<file path="config.mk">
export PLATFORM = sky130hd
export DESIGN_NAME = rename_core
export DESIGN_NICKNAME = d
export VERILOG_FILES = /design/src/design/rename_pkg.sv /design/src/design/rename_if.sv /design/src/design/retire_if.sv /design/src/design/front_rat.sv /design/src/design/free_list.sv /design/src/design/reorder_buffer.sv /design/src/design/back_rat.sv /design/src/design/rename_stage.sv /design/src/design/rename_core.sv
export SDC_FILE = /design/constraint.sdc
export NUM_CORES = 2
export LEC_CHECK = 0
export BUFFER_PORTS_ARGS = -buffer_cell sky130_fd_sc_hd__buf_2
export CAP_MARGIN = 20
export CORE_MARGIN = 3
export CORE_UTILIZATION = 45
export CTS_CLUSTER_SIZE = 25
export DETAILED_ROUTE_END_ITERATION = 8
export GPL_ROUTABILITY_DRIVEN = 0
export HOLD_SLACK_MARGIN = 0.1
export MAX_ROUTING_LAYER = met4
export PLACE_DENSITY = 0.7
export SKIP_LAST_GASP = 1
export SLEW_MARGIN = 15
export SYNTH_ARGS = -nofsm -noshare
export SYNTH_HDL_FRONTEND = slang
export SYNTH_HIERARCHICAL = 1
export SYNTH_SLANG_ARGS = --single-unit
</file>
<file path="constraint.sdc">
create_clock -name clk -period 18.3 [get_ports clk]
set_input_delay 3.66 -clock clk [delete_from_list [all_inputs] [get_ports clk]]
set_output_delay 3.66 -clock clk [all_outputs]
set_load 0.03 [all_outputs]
</file>
<file path="src/design/rename_pkg.sv">
package rename_pkg;

    // architectural register count, fixed by the ISA
    localparam int ARCH_REGS = 32;

    // architectural register index
    typedef logic [4:0] arch_reg_t;

    // state of one reorder buffer entry
    typedef enum logic [1:0] {
        // slot holds no instruction
        ROB_FREE       = 2'd0,
        // dispatched, waiting for execution
        ROB_ISSUED     = 2'd1,
        // executed, ready to retire
        ROB_DONE       = 2'd2,
        // executed branch that was mispredicted
        ROB_MISPREDICT = 2'd3
    } rob_state_t;

endpackage

</file>
<file path="src/design/rename_if.sv">
`timescale 1ns/1ps

interface rename_if import rename_pkg::*; #(
    parameter int PHY_REGS = 64
) ();

    localparam int PHY_W = $clog2(PHY_REGS);

    // lookups, answered combinationally
    arch_reg_t        rs1_arch;
    arch_reg_t        rs2_arch;
    arch_reg_t        rd_arch;
    logic [PHY_W-1:0] rs1_phy;
    logic [PHY_W-1:0] rs2_phy;
    logic [PHY_W-1:0] rd_phy_old;

    // new mapping for rd_arch
    logic             rat_we;
    logic [PHY_W-1:0] rd_phy_new;

    modport stage (
        output rs1_arch, rs2_arch, rd_arch, rat_we, rd_phy_new,
        input  rs1_phy, rs2_phy, rd_phy_old
    );

    modport rat (
        input  rs1_arch, rs2_arch, rd_arch, rat_we, rd_phy_new,
        output rs1_phy, rs2_phy, rd_phy_old
    );

endinterface

</file>
<file path="src/design/retire_if.sv">
`timescale 1ns/1ps

interface retire_if import rename_pkg::*; #(
    parameter int PHY_REGS = 64
) ();

    localparam int PHY_W = $clog2(PHY_REGS);

    // one-cycle pulses from the ROB
    logic             retire_valid;
    logic             retire_has_rd;
    arch_reg_t        retire_rd_arch;
    logic [PHY_W-1:0] retire_phy_new;
    logic [PHY_W-1:0] retire_phy_old;
    logic             flush;

    modport rob (
        output retire_valid, retire_has_rd, retire_rd_arch,
        output retire_phy_new, retire_phy_old, flush
    );

    modport sink (
        input retire_valid, retire_has_rd, retire_rd_arch,
        input retire_phy_new, retire_phy_old, flush
    );

endinterface

</file>
<file path="src/design/front_rat.sv">
`timescale 1ns/1ps

module front_rat import rename_pkg::*; #(
    parameter int PHY_REGS = 64
) (
    input  logic                                 clk,
    input  logic                                 rst,
    rename_if.rat                                rat,
    retire_if.sink                               ret,
    input  logic [ARCH_REGS*$clog2(PHY_REGS)-1:0] back_table
);

    localparam int PHY_W = $clog2(PHY_REGS);

    // speculative map
    logic [PHY_W-1:0] map [ARCH_REGS];

    // lookups see the map before this edge's write
    assign rat.rs1_phy    = map[rat.rs1_arch];
    assign rat.rs2_phy    = map[rat.rs2_arch];
    assign rat.rd_phy_old = map[rat.rd_arch];

    always_ff @(posedge clk or posedge rst) begin
        if (rst) begin
            for (int i = 0; i < ARCH_REGS; i++) begin
                map[i] <= PHY_W'(i);
            end
        end else if (ret.flush) begin
            // restore from the retired map
            for (int i = 0; i < ARCH_REGS; i++) begin
                map[i] <= back_table[i*PHY_W +: PHY_W];
            end
            // back table is one edge late for the mispredicted entry itself
            if (ret.retire_valid && ret.retire_has_rd) begin
                map[ret.retire_rd_arch] <= ret.retire_phy_new;
            end
        end else if (rat.rat_we) begin
            map[rat.rd_arch] <= rat.rd_phy_new;
        end
    end

endmodule

</file>
<file path="src/design/free_list.sv">
`timescale 1ns/1ps

module free_list import rename_pkg::*; #(
    parameter int PHY_REGS = 64
) (
    input  logic                        clk,
    input  logic                        rst,
    input  logic                        alloc,
    output logic [$clog2(PHY_REGS)-1:0] alloc_phy,
    output logic                        empty,
    retire_if.sink                      ret
);

    localparam int PHY_W = $clog2(PHY_REGS);

    // never more than PHY_REGS-ARCH_REGS entries, so the queue cannot fill
    logic [PHY_W-1:0] queue [PHY_REGS];

    logic [PHY_W-1:0] tail;
    logic [PHY_W-1:0] spec_head;
    logic [PHY_W-1:0] ret_head;
    logic [PHY_W-1:0] ret_head_next;
    logic [PHY_W-1:0] free_count;
    logic             retire_push;

    assign retire_push = ret.retire_valid && ret.retire_has_rd;

    // retired head moves once per retired destination
    assign ret_head_next = retire_push ? ret_head + 1'b1 : ret_head;

    // registers still available to rename
    assign free_count = tail - spec_head;
    assign empty      = (free_count == '0);
    assign alloc_phy  = queue[spec_head];

    always_ff @(posedge clk or posedge rst) begin
        if (rst) begin
            // ARCH_REGS .. PHY_REGS-1 free in ascending order
            for (int i = 0; i < PHY_REGS; i++) begin
                queue[i] <= PHY_W'(ARCH_REGS + i);
            end
            tail      <= PHY_W'(PHY_REGS - ARCH_REGS);
            spec_head <= '0;
            ret_head  <= '0;
        end else begin
            if (retire_push) begin
                queue[tail] <= ret.retire_phy_old;
                tail        <= tail + 1'b1;
            end

            ret_head <= ret_head_next;

            // rewind hands every in-flight register back
            if (ret.flush) begin
                spec_head <= ret_head_next;
            end else if (alloc) begin
                spec_head <= spec_head + 1'b1;
            end
        end
    end

endmodule

</file>
<file path="src/design/reorder_buffer.sv">
`timescale 1ns/1ps

module reorder_buffer import rename_pkg::*; #(
    parameter int PHY_REGS  = 64,
    parameter int ROB_DEPTH = 16
) (
    input  logic                         clk,
    input  logic                         rst,
    input  logic                         alloc,
    input  logic                         has_rd,
    input  arch_reg_t                    rd_arch,
    input  logic [$clog2(PHY_REGS)-1:0]  rd_phy_new,
    input  logic [$clog2(PHY_REGS)-1:0]  rd_phy_old,
    output logic [$clog2(ROB_DEPTH)-1:0] alloc_id,
    output logic                         full,
    input  logic                         complete_valid,
    input  logic [$clog2(ROB_DEPTH)-1:0] complete_rob_id,
    input  logic                         complete_mispredict,
    retire_if.rob                        ret
);

    localparam int PHY_W = $clog2(PHY_REGS);
    localparam int ROB_W = $clog2(ROB_DEPTH);
    localparam int CNT_W = ROB_W + 1;

    rob_state_t       state      [ROB_DEPTH];
    logic             ent_has_rd [ROB_DEPTH];
    arch_reg_t        ent_rd     [ROB_DEPTH];
    logic [PHY_W-1:0] ent_new    [ROB_DEPTH];
    logic [PHY_W-1:0] ent_old    [ROB_DEPTH];

    logic [ROB_W-1:0] head;
    logic [ROB_W-1:0] tail;
    logic [CNT_W-1:0] count;
    logic             retire_now;
    logic             head_mispredict;

    assign alloc_id = tail;
    assign full     = (count == CNT_W'(ROB_DEPTH));

    // head leaves once executed; nothing retires in the flush cycle
    assign head_mispredict = (state[head] == ROB_MISPREDICT);
    assign retire_now = !ret.flush && (state[head] == ROB_DONE || head_mispredict);

    // rename fields only
    always_ff @(posedge clk) begin
        if (alloc) begin
            ent_has_rd[tail] <= has_rd;
            ent_rd[tail]     <= rd_arch;
            ent_new[tail]    <= rd_phy_new;
            ent_old[tail]    <= rd_phy_old;
        end
    end

    always_ff @(posedge clk or posedge rst) begin
        if (rst) begin
            head  <= '0;
            tail  <= '0;
            count <= '0;
            for (int i = 0; i < ROB_DEPTH; i++) begin
                state[i] <= ROB_FREE;
            end
            ret.retire_valid   <= 1'b0;
            ret.retire_has_rd  <= 1'b0;
            ret.retire_rd_arch <= '0;
            ret.retire_phy_new <= '0;
            ret.retire_phy_old <= '0;
            ret.flush          <= 1'b0;
        end else begin
            // retire pulses, seen by the consumers one edge later
            ret.retire_valid   <= retire_now;
            ret.retire_has_rd  <= retire_now && ent_has_rd[head];
            ret.retire_rd_arch <= ent_rd[head];
            ret.retire_phy_new <= ent_new[head];
            ret.retire_phy_old <= ent_old[head];
            ret.flush          <= retire_now && head_mispredict;

            if (alloc) begin
                state[tail] <= ROB_ISSUED;
                tail        <= tail + 1'b1;
            end

            if (complete_valid && state[complete_rob_id] == ROB_ISSUED) begin
                state[complete_rob_id] <= complete_mispredict ? ROB_MISPREDICT : ROB_DONE;
            end

            if (retire_now) begin
                state[head] <= ROB_FREE;
                head        <= head + 1'b1;
            end

            count <= count + CNT_W'(alloc) - CNT_W'(retire_now);

            // younger entries are discarded together with the map restore
            if (ret.flush) begin
                head  <= '0;
                tail  <= '0;
                count <= '0;
                for (int i = 0; i < ROB_DEPTH; i++) begin
                    state[i] <= ROB_FREE;
                end
            end
        end
    end

endmodule

</file>
<file path="src/design/back_rat.sv">
`timescale 1ns/1ps

module back_rat import rename_pkg::*; #(
    parameter int PHY_REGS = 64
) (
    input  logic                                  clk,
    input  logic                                  rst,
    retire_if.sink                                ret,
    output logic [ARCH_REGS*$clog2(PHY_REGS)-1:0] back_table
);

    localparam int PHY_W = $clog2(PHY_REGS);

    // committed map
    logic [PHY_W-1:0] map [ARCH_REGS];

    always_ff @(posedge clk or posedge rst) begin
        if (rst) begin
            for (int i = 0; i < ARCH_REGS; i++) begin
                map[i] <= PHY_W'(i);
            end
        end else if (ret.retire_valid && ret.retire_has_rd) begin
            map[ret.retire_rd_arch] <= ret.retire_phy_new;
        end
    end

    // flattened for the flush copy
    always_comb begin
        for (int i = 0; i < ARCH_REGS; i++) begin
            back_table[i*PHY_W +: PHY_W] = map[i];
        end
    end

endmodule

</file>
<file path="src/design/rename_stage.sv">
`timescale 1ns/1ps

module rename_stage import rename_pkg::*; #(
    parameter int PHY_REGS  = 64,
    parameter int ROB_DEPTH = 16
) (
    input  logic                         clk,
    input  logic                         rst,
    input  logic                         dispatch_valid,
    input  arch_reg_t                    rs1_arch,
    input  arch_reg_t                    rs2_arch,
    input  arch_reg_t                    rd_arch,
    output logic                         dispatch_ready,
    rename_if.stage                      rat,
    input  logic                         fl_empty,
    input  logic [$clog2(PHY_REGS)-1:0]  fl_alloc_phy,
    output logic                         fl_alloc,
    input  logic                         rob_full,
    input  logic [$clog2(ROB_DEPTH)-1:0] rob_alloc_id,
    input  logic                         flush,
    output logic                         rob_alloc,
    output logic                         rob_has_rd,
    output arch_reg_t                    rob_rd_arch,
    output logic [$clog2(PHY_REGS)-1:0]  rob_rd_phy_new,
    output logic [$clog2(PHY_REGS)-1:0]  rob_rd_phy_old,
    output logic                         rename_valid,
    output logic [$clog2(ROB_DEPTH)-1:0] rename_rob_id,
    output logic [$clog2(PHY_REGS)-1:0]  rename_rs1_phy,
    output logic [$clog2(PHY_REGS)-1:0]  rename_rs2_phy,
    output logic [$clog2(PHY_REGS)-1:0]  rename_rd_phy_new,
    output logic [$clog2(PHY_REGS)-1:0]  rename_rd_phy_old
);

    logic accept;
    logic has_rd;

    // level stall
    assign dispatch_ready = !rob_full && !fl_empty && !flush;
    assign accept         = dispatch_valid && dispatch_ready;

    // x0 as destination means no register write
    assign has_rd = (rd_arch != '0);

    assign rat.rs1_arch   = rs1_arch;
    assign rat.rs2_arch   = rs2_arch;
    assign rat.rd_arch    = rd_arch;
    assign rat.rat_we     = accept && has_rd;
    assign rat.rd_phy_new = fl_alloc_phy;

    assign fl_alloc = accept && has_rd;

    assign rob_alloc      = accept;
    assign rob_has_rd     = has_rd;
    assign rob_rd_arch    = rd_arch;
    assign rob_rd_phy_new = has_rd ? fl_alloc_phy : '0;
    assign rob_rd_phy_old = has_rd ? rat.rd_phy_old : '0;

    always_ff @(posedge clk or posedge rst) begin
        if (rst) begin
            rename_valid <= 1'b0;
        end else begin
            rename_valid <= accept;
        end
    end

    // result held until the next accepted instruction
    always_ff @(posedge clk) begin
        if (accept) begin
            rename_rob_id     <= rob_alloc_id;
            rename_rs1_phy    <= rat.rs1_phy;
            rename_rs2_phy    <= rat.rs2_phy;
            rename_rd_phy_new <= rob_rd_phy_new;
            rename_rd_phy_old <= rob_rd_phy_old;
        end
    end

endmodule

</file>
<file path="src/design/rename_core.sv">
`timescale 1ns/1ps

module rename_core import rename_pkg::*; #(
    parameter int PHY_REGS  = 64,
    parameter int ROB_DEPTH = 16
) (
    input  logic                         clk,
    input  logic                         rst,
    input  logic                         dispatch_valid,
    input  arch_reg_t                    rs1_arch,
    input  arch_reg_t                    rs2_arch,
    input  arch_reg_t                    rd_arch,
    output logic                         dispatch_ready,
    input  logic                         complete_valid,
    input  logic [$clog2(ROB_DEPTH)-1:0] complete_rob_id,
    input  logic                         complete_mispredict,
    output logic                         rename_valid,
    output logic [$clog2(ROB_DEPTH)-1:0] rename_rob_id,
    output logic [$clog2(PHY_REGS)-1:0]  rename_rs1_phy,
    output logic [$clog2(PHY_REGS)-1:0]  rename_rs2_phy,
    output logic [$clog2(PHY_REGS)-1:0]  rename_rd_phy_new,
    output logic [$clog2(PHY_REGS)-1:0]  rename_rd_phy_old,
    output logic                         retire_valid,
    output arch_reg_t                    retire_rd_arch,
    output logic [$clog2(PHY_REGS)-1:0]  retire_phy_new,
    output logic [$clog2(PHY_REGS)-1:0]  retire_phy_old,
    output logic                         flush
);

    localparam int PHY_W = $clog2(PHY_REGS);
    localparam int ROB_W = $clog2(ROB_DEPTH);

    logic                       fl_empty;
    logic                       fl_alloc;
    logic [PHY_W-1:0]           fl_alloc_phy;
    logic                       rob_full;
    logic [ROB_W-1:0]           rob_alloc_id;
    logic                       rob_alloc;
    logic                       rob_has_rd;
    arch_reg_t                  rob_rd_arch;
    logic [PHY_W-1:0]           rob_rd_phy_new;
    logic [PHY_W-1:0]           rob_rd_phy_old;
    logic [ARCH_REGS*PHY_W-1:0] back_table;

    rename_if #(.PHY_REGS(PHY_REGS)) rat_bus ();
    retire_if #(.PHY_REGS(PHY_REGS)) ret_bus ();

    assign retire_valid   = ret_bus.retire_valid;
    assign retire_rd_arch = ret_bus.retire_rd_arch;
    assign retire_phy_new = ret_bus.retire_phy_new;
    assign retire_phy_old = ret_bus.retire_phy_old;
    assign flush          = ret_bus.flush;

    rename_stage #(.PHY_REGS(PHY_REGS), .ROB_DEPTH(ROB_DEPTH)) u_stage (
        .clk               (clk),
        .rst               (rst),
        .dispatch_valid    (dispatch_valid),
        .rs1_arch          (rs1_arch),
        .rs2_arch          (rs2_arch),
        .rd_arch           (rd_arch),
        .dispatch_ready    (dispatch_ready),
        .rat               (rat_bus.stage),
        .fl_empty          (fl_empty),
        .fl_alloc_phy      (fl_alloc_phy),
        .fl_alloc          (fl_alloc),
        .rob_full          (rob_full),
        .rob_alloc_id      (rob_alloc_id),
        .flush             (ret_bus.flush),
        .rob_alloc         (rob_alloc),
        .rob_has_rd        (rob_has_rd),
        .rob_rd_arch       (rob_rd_arch),
        .rob_rd_phy_new    (rob_rd_phy_new),
        .rob_rd_phy_old    (rob_rd_phy_old),
        .rename_valid      (rename_valid),
        .rename_rob_id     (rename_rob_id),
        .rename_rs1_phy    (rename_rs1_phy),
        .rename_rs2_phy    (rename_rs2_phy),
        .rename_rd_phy_new (rename_rd_phy_new),
        .rename_rd_phy_old (rename_rd_phy_old)
    );

    front_rat #(.PHY_REGS(PHY_REGS)) u_front_rat (
        .clk        (clk),
        .rst        (rst),
        .rat        (rat_bus.rat),
        .ret        (ret_bus.sink),
        .back_table (back_table)
    );

    free_list #(.PHY_REGS(PHY_REGS)) u_free_list (
        .clk       (clk),
        .rst       (rst),
        .alloc     (fl_alloc),
        .alloc_phy (fl_alloc_phy),
        .empty     (fl_empty),
        .ret       (ret_bus.sink)
    );

    reorder_buffer #(.PHY_REGS(PHY_REGS), .ROB_DEPTH(ROB_DEPTH)) u_rob (
        .clk                 (clk),
        .rst                 (rst),
        .alloc               (rob_alloc),
        .has_rd              (rob_has_rd),
        .rd_arch             (rob_rd_arch),
        .rd_phy_new          (rob_rd_phy_new),
        .rd_phy_old          (rob_rd_phy_old),
        .alloc_id            (rob_alloc_id),
        .full                (rob_full),
        .complete_valid      (complete_valid),
        .complete_rob_id     (complete_rob_id),
        .complete_mispredict (complete_mispredict),
        .ret                 (ret_bus.rob)
    );

    back_rat #(.PHY_REGS(PHY_REGS)) u_back_rat (
        .clk        (clk),
        .rst        (rst),
        .ret        (ret_bus.sink),
        .back_table (back_table)
    );

endmodule

</file>
==> flow_results.xml <==
<?xml version="1.0" encoding="UTF-8"?>
<metrics>
  <group name="floorplanning">
    <metric name="placement_rows" unit="">131</metric>
    <metric name="ios" unit="">73</metric>
    <metric name="core_area" unit="um^2">128000</metric>
    <metric name="initial_utilization" unit="">0.4548</metric>
    <metric name="die_y" unit="um">365.7</metric>
    <metric name="die_w" unit="um">365.7</metric>
    <metric name="design.die.area" unit="um^2">133700</metric>
  </group>
  <group name="setup_path">
    <metric name="cp.required" unit="ns">14.64</metric>
    <metric name="reg2reg_depth" unit="">13</metric>
    <metric name="worstPathArrival" unit="ns">4.49</metric>
    <metric name="worstSetupEndpointType" unit="">output port</metric>
    <metric name="startpoint_class_of_the_critical_path" unit="">flip-flop</metric>
    <metric name="r2r_setup_slack" unit="ns">12.85</metric>
    <metric name="worst-path-max-fanout" unit="">27</metric>
    <metric name="critical_path_class" unit="">reg2out</metric>
    <metric name="r2r_start" unit="">u_free_list/spec_head[3]</metric>
    <metric name="crit-reg2reg-capture" unit="">u_rob/state[24]</metric>
  </group>
  <group name="cts">
    <metric name="cts.repair_timing.setup_buffer_count" unit="">0</metric>
    <metric name="tritoncts_num_sinks" unit="">1168</metric>
    <metric name="cts-root-buf" unit="">sky130_fd_sc_hd__clkbuf_16</metric>
    <metric name="cts_tree" unit="">built</metric>
    <metric name="clock_insertion_delay_worst_skew" unit="ns">0.75</metric>
    <metric name="clock_tree.htree_level_count" unit="">3</metric>
    <metric name="post_cts_resize_count" unit="">0</metric>
    <metric name="cts.path.max_buffers" unit="">3</metric>
    <metric name="cts-buffers-inserted" unit="">119</metric>
    <metric name="cts.clk_slew.worst_paths" unit="ns">0.06</metric>
    <metric name="postCtsHoldBufs" unit="">0</metric>
  </group>
  <group name="final_layout">
    <metric name="seq_area" unit="um^2">31290</metric>
    <metric name="multi_input_combinational_cell_area" unit="um^2">25520</metric>
    <metric name="n_fill_cell" unit="">10730</metric>
    <metric name="finalNonFillerCells" unit="">5671</metric>
    <metric name="final_nets" unit="">3881</metric>
    <metric name="final_layout_size_suffix_gt1_frac" unit="">0.4270</metric>
    <metric name="layout-area-overhead-vs-synth" unit="%">10.10</metric>
  </group>
  <group name="logic_synthesis">
    <metric name="yosys-top-cells-area" unit="">sky130_fd_sc_hd__dfrtp_1, sky130_fd_sc_hd__edfxtp_1, sky130_fd_sc_hd__dfstp_2</metric>
    <metric name="postSynth.asyncResetShare" unit="">0.7295</metric>
    <metric name="synth_area_per_cell" unit="um^2">15.06</metric>
    <metric name="yosys_register_bits" unit="">1168</metric>
    <metric name="post_synth_num_cell_types" unit="">83</metric>
    <metric name="synth.top_cell.area_share" unit="">0.2145</metric>
    <metric name="synth_fp_nets" unit="">3912</metric>
    <metric name="synth.largest_area_cell" unit="">sky130_fd_sc_hd__dfrtp_1</metric>
    <metric name="synth-edff-count" unit="">316</metric>
    <metric name="synth_ff_type" unit="">sky130_fd_sc_hd__dfrtp_1</metric>
    <metric name="syn-instance-count" unit="">3865</metric>
    <metric name="yosysMostFrequentCell" unit="">sky130_fd_sc_hd__mux2i_1</metric>
    <metric name="synthesis.area" unit="um^2">58220</metric>
    <metric name="synth_commonest_cells" unit="">sky130_fd_sc_hd__mux2i_1, sky130_fd_sc_hd__mux2_2, sky130_fd_sc_hd__dfrtp_1, sky130_fd_sc_hd__dfstp_2, sky130_fd_sc_hd__mux4_2</metric>
    <metric name="seq_area_frac_synth" unit="">0.5367</metric>
    <metric name="synth_warnings" unit="">6</metric>
  </group>
  <group name="flow_run">
    <metric name="drv_cap" unit="">0</metric>
  </group>
  <group name="sta">
    <metric name="report.final.hold_viol_count" unit="">0</metric>
    <metric name="totalNegativeSetupSlack" unit="ns">0</metric>
    <metric name="max-slew-margin-rel" unit="">0.2719</metric>
    <metric name="drv_slew" unit="">0</metric>
    <metric name="setup_violations_final" unit="">0</metric>
    <metric name="tightestPinTransition" unit="ns">1.090</metric>
    <metric name="post-route-min-period" unit="ns">8.148</metric>
    <metric name="fin_crit_sh" unit="">0.4452</metric>
    <metric name="rsz0062_at_grt" unit="">no</metric>
    <metric name="final.setup_skew" unit="ns">0.07378</metric>
    <metric name="max_freq" unit="GHz">0.1227</metric>
  </group>
  <group name="placement">
    <metric name="numPlacedInstances" unit="">5436</metric>
    <metric name="placement.io_buffers" unit="">72</metric>
    <metric name="hpwlAfterDp" unit="um">98180</metric>
  </group>
  <group name="worst_hold_path">
    <metric name="whs_endpoint" unit="">u_free_list/ret_head[5]</metric>
    <metric name="hp-start" unit="">u_free_list/ret_head[5]</metric>
    <metric name="hold_path.class" unit="">reg2reg</metric>
    <metric name="min_delay_path_depth" unit="">1</metric>
  </group>
  <group name="pwr">
    <metric name="p_leak" unit="uW">0.02587</metric>
    <metric name="power_density" unit="nW/um^2">147.3</metric>
    <metric name="maximum_ir_drop_on_the_vdd_rail" unit="V">0.0001417</metric>
  </group>
  <group name="global_route">
    <metric name="grt_antenna_before_repair" unit="">5</metric>
    <metric name="grt_overflow" unit="">0</metric>
    <metric name="grt_util_all_layers" unit="">0.2388</metric>
    <metric name="largest_net_degree_at_the_start_of_global_routing" unit="">189</metric>
    <metric name="grt_pass1_wl" unit="um">237000</metric>
    <metric name="number_of_global_route_vias_before_repair" unit="">35680</metric>
  </group>
  <group name="status">
    <metric name="status" unit="">finished clean</metric>
  </group>
  <group name="drt">
    <metric name="drcViolationCount" unit="">0</metric>
    <metric name="ant_nets" unit="">0</metric>
    <metric name="vias" unit="">35180</metric>
    <metric name="drt-wirelength-per-cell" unit="um">27.75</metric>
    <metric name="drtPass1Iterations" unit="">6</metric>
    <metric name="initialDrtViolationCount" unit="">3682</metric>
    <metric name="totalWireLength" unit="um">157400</metric>
    <metric name="vias_per_cell" unit="">6.203</metric>
  </group>
</metrics>
registers in the layout (all words and copies together), names as in the netlist, 16 cells and up:
register	flops
u_front_rat/map	192
u_free_list/queue	384
u_back_rat/back_table	192
u_rob/ent_old	96
u_rob/ent_rd	80
u_rob/ent_has_rd	16
u_rob/state	32
u_rob/ent_new	96
worst max-delay path by stage:
stage | start | endpoint | slack (ns) | depth (start not counted)
after floorplan | rst | u_free_list/queue[100] | 3.78 | 1
after global placement | u_free_list/spec_head[3] | dispatch_ready | 11.02 | 8
after detailed placement | u_free_list/spec_head[3] | dispatch_ready | 10.97 | 7
after CTS | u_free_list/spec_head[3] | dispatch_ready | 10.22 | 7
after global routing | u_free_list/spec_head[3] | dispatch_ready | 9.97 | 7
final | u_free_list/spec_head[3] | dispatch_ready | 10.15 | 7
worst max-delay path, stage by stage, from the launching register on:
cell and delay, ns:
sky130_fd_sc_hd__dfrtp_1 0.88, sky130_fd_sc_hd__clkinv_1 0.65, sky130_fd_sc_hd__ha_1 0.52, sky130_fd_sc_hd__o21a_1 0.15, sky130_fd_sc_hd__o211ai_1 0.16, sky130_fd_sc_hd__a311oi_1 0.17, sky130_fd_sc_hd__nor3_1 0.89, sky130_fd_sc_hd__buf_2 0.36
metal layers:
metal / track usage / wire, um
met1: 0.3347 / 68770
met2: 0.3570 / 72410
met3: 0.04136 / 11630
met4: 0.07468 / 4568
met5: - / 0
cells by family (layout without fill, tap and decap cells):
family | count (synthesis) | after routing | synth area share
muxes | 1546 | 1546 | 0.3474
DFF | 1168 | 1168 | 0.5367
and+or+nand+nor | 555 | 555 | 0.05362
buffers and inverters | 328 | 402 | 0.02637
AOI/OAI and AO/OA | 222 | 222 | 0.02731
adders and majority gates | 23 | 23 | 0.005072
xor gates and xnor gates | 23 | 23 | 0.003460
other | 0 | 3 | 0
power breakdown:
group	switching (uW)	total (uW)	internal (uW)
Sequential	604	3880	3280
Combinational	1900	3080	1180
Clock	1050	2480	1420
Total	3560	9440	5890
layout make-up:
class,count,area share
multi-input combinational,2369,0.3982
antenna,3,0.0001171
inverter,29,0.002069
clock buffer,169,0.05237
timing repair buffer,147,0.01526
clock inverter,57,0.01015
sequential,1168,0.4881
tap,1729,0.03375
stage by stage:
stage,setup slack (ns),total power (uW),area (um^2),hold WS [ns],utilization
after floorplan,3.778,5730,58220,0.4318,-
after global placement,11.02,6898,60000,0.4435,0.4687
final,10.15,9443,64100,0.4768,0.5007
after detailed placement,10.97,6949,60000,0.4720,0.4687
after CTS,10.22,9454,64000,0.4812,0.5000
after global routing,9.967,9824,64100,0.5119,0.5007
cells in the final DEF, fill, tap and decap left out, types with 8 or more instances in the layout:
| cell | Yosys | routed |
|---|---|---|
| sky130_fd_sc_hd__o21ai_0 | 8 | 8 |
| sky130_fd_sc_hd__and3b_1 | 10 | 10 |
| sky130_fd_sc_hd__mux2i_1 | 642 | 642 |
| sky130_fd_sc_hd__clkinv_2 | 0 | 22 |
| sky130_fd_sc_hd__inv_1 | 26 | 21 |
| sky130_fd_sc_hd__edfxtp_1 | 316 | 316 |
| sky130_fd_sc_hd__buf_2 | 42 | 70 |
| sky130_fd_sc_hd__clkbuf_16 | 0 | 120 |
| sky130_fd_sc_hd__xnor2_1 | 16 | 16 |
| sky130_fd_sc_hd__mux4_2 | 320 | 320 |
| sky130_fd_sc_hd__nand2_1 | 136 | 136 |
| sky130_fd_sc_hd__a21o_1 | 11 | 11 |
| sky130_fd_sc_hd__a21boi_1 | 0 | 9 |
| sky130_fd_sc_hd__a21oi_1 | 35 | 29 |
| sky130_fd_sc_hd__dfrtp_2 | 0 | 14 |
| sky130_fd_sc_hd__buf_4 | 55 | 73 |
| sky130_fd_sc_hd__nand2b_1 | 17 | 17 |
| sky130_fd_sc_hd__mux2_2 | 581 | 581 |
| sky130_fd_sc_hd__bufinv_16 | 0 | 10 |
| sky130_fd_sc_hd__nor2_2 | 12 | 12 |
| sky130_fd_sc_hd__nor3b_1 | 14 | 14 |
| sky130_fd_sc_hd__dfrtp_1 | 499 | 480 |
| sky130_fd_sc_hd__ha_1 | 22 | 22 |
| sky130_fd_sc_hd__nand3b_1 | 17 | 17 |
| sky130_fd_sc_hd__clkbuf_1 | 158 | 32 |
| sky130_fd_sc_hd__or3b_2 | 12 | 12 |
| sky130_fd_sc_hd__dfstp_2 | 353 | 353 |
| sky130_fd_sc_hd__a22oi_1 | 10 | 10 |
| sky130_fd_sc_hd__a311oi_1 | 8 | 8 |
| sky130_fd_sc_hd__nand3_1 | 42 | 42 |
| sky130_fd_sc_hd__nand4_1 | 22 | 22 |
| sky130_fd_sc_hd__and2_1 | 39 | 37 |
| sky130_fd_sc_hd__nor4_1 | 13 | 13 |
| sky130_fd_sc_hd__nor2_1 | 133 | 133 |
| sky130_fd_sc_hd__clkinv_1 | 2 | 14 |
| sky130_fd_sc_hd__clkbuf_8 | 0 | 17 |
| sky130_fd_sc_hd__nor2b_1 | 18 | 18 |
| sky130_fd_sc_hd__o22ai_1 | 76 | 76 |
Power figures use the tool's default switching activity.
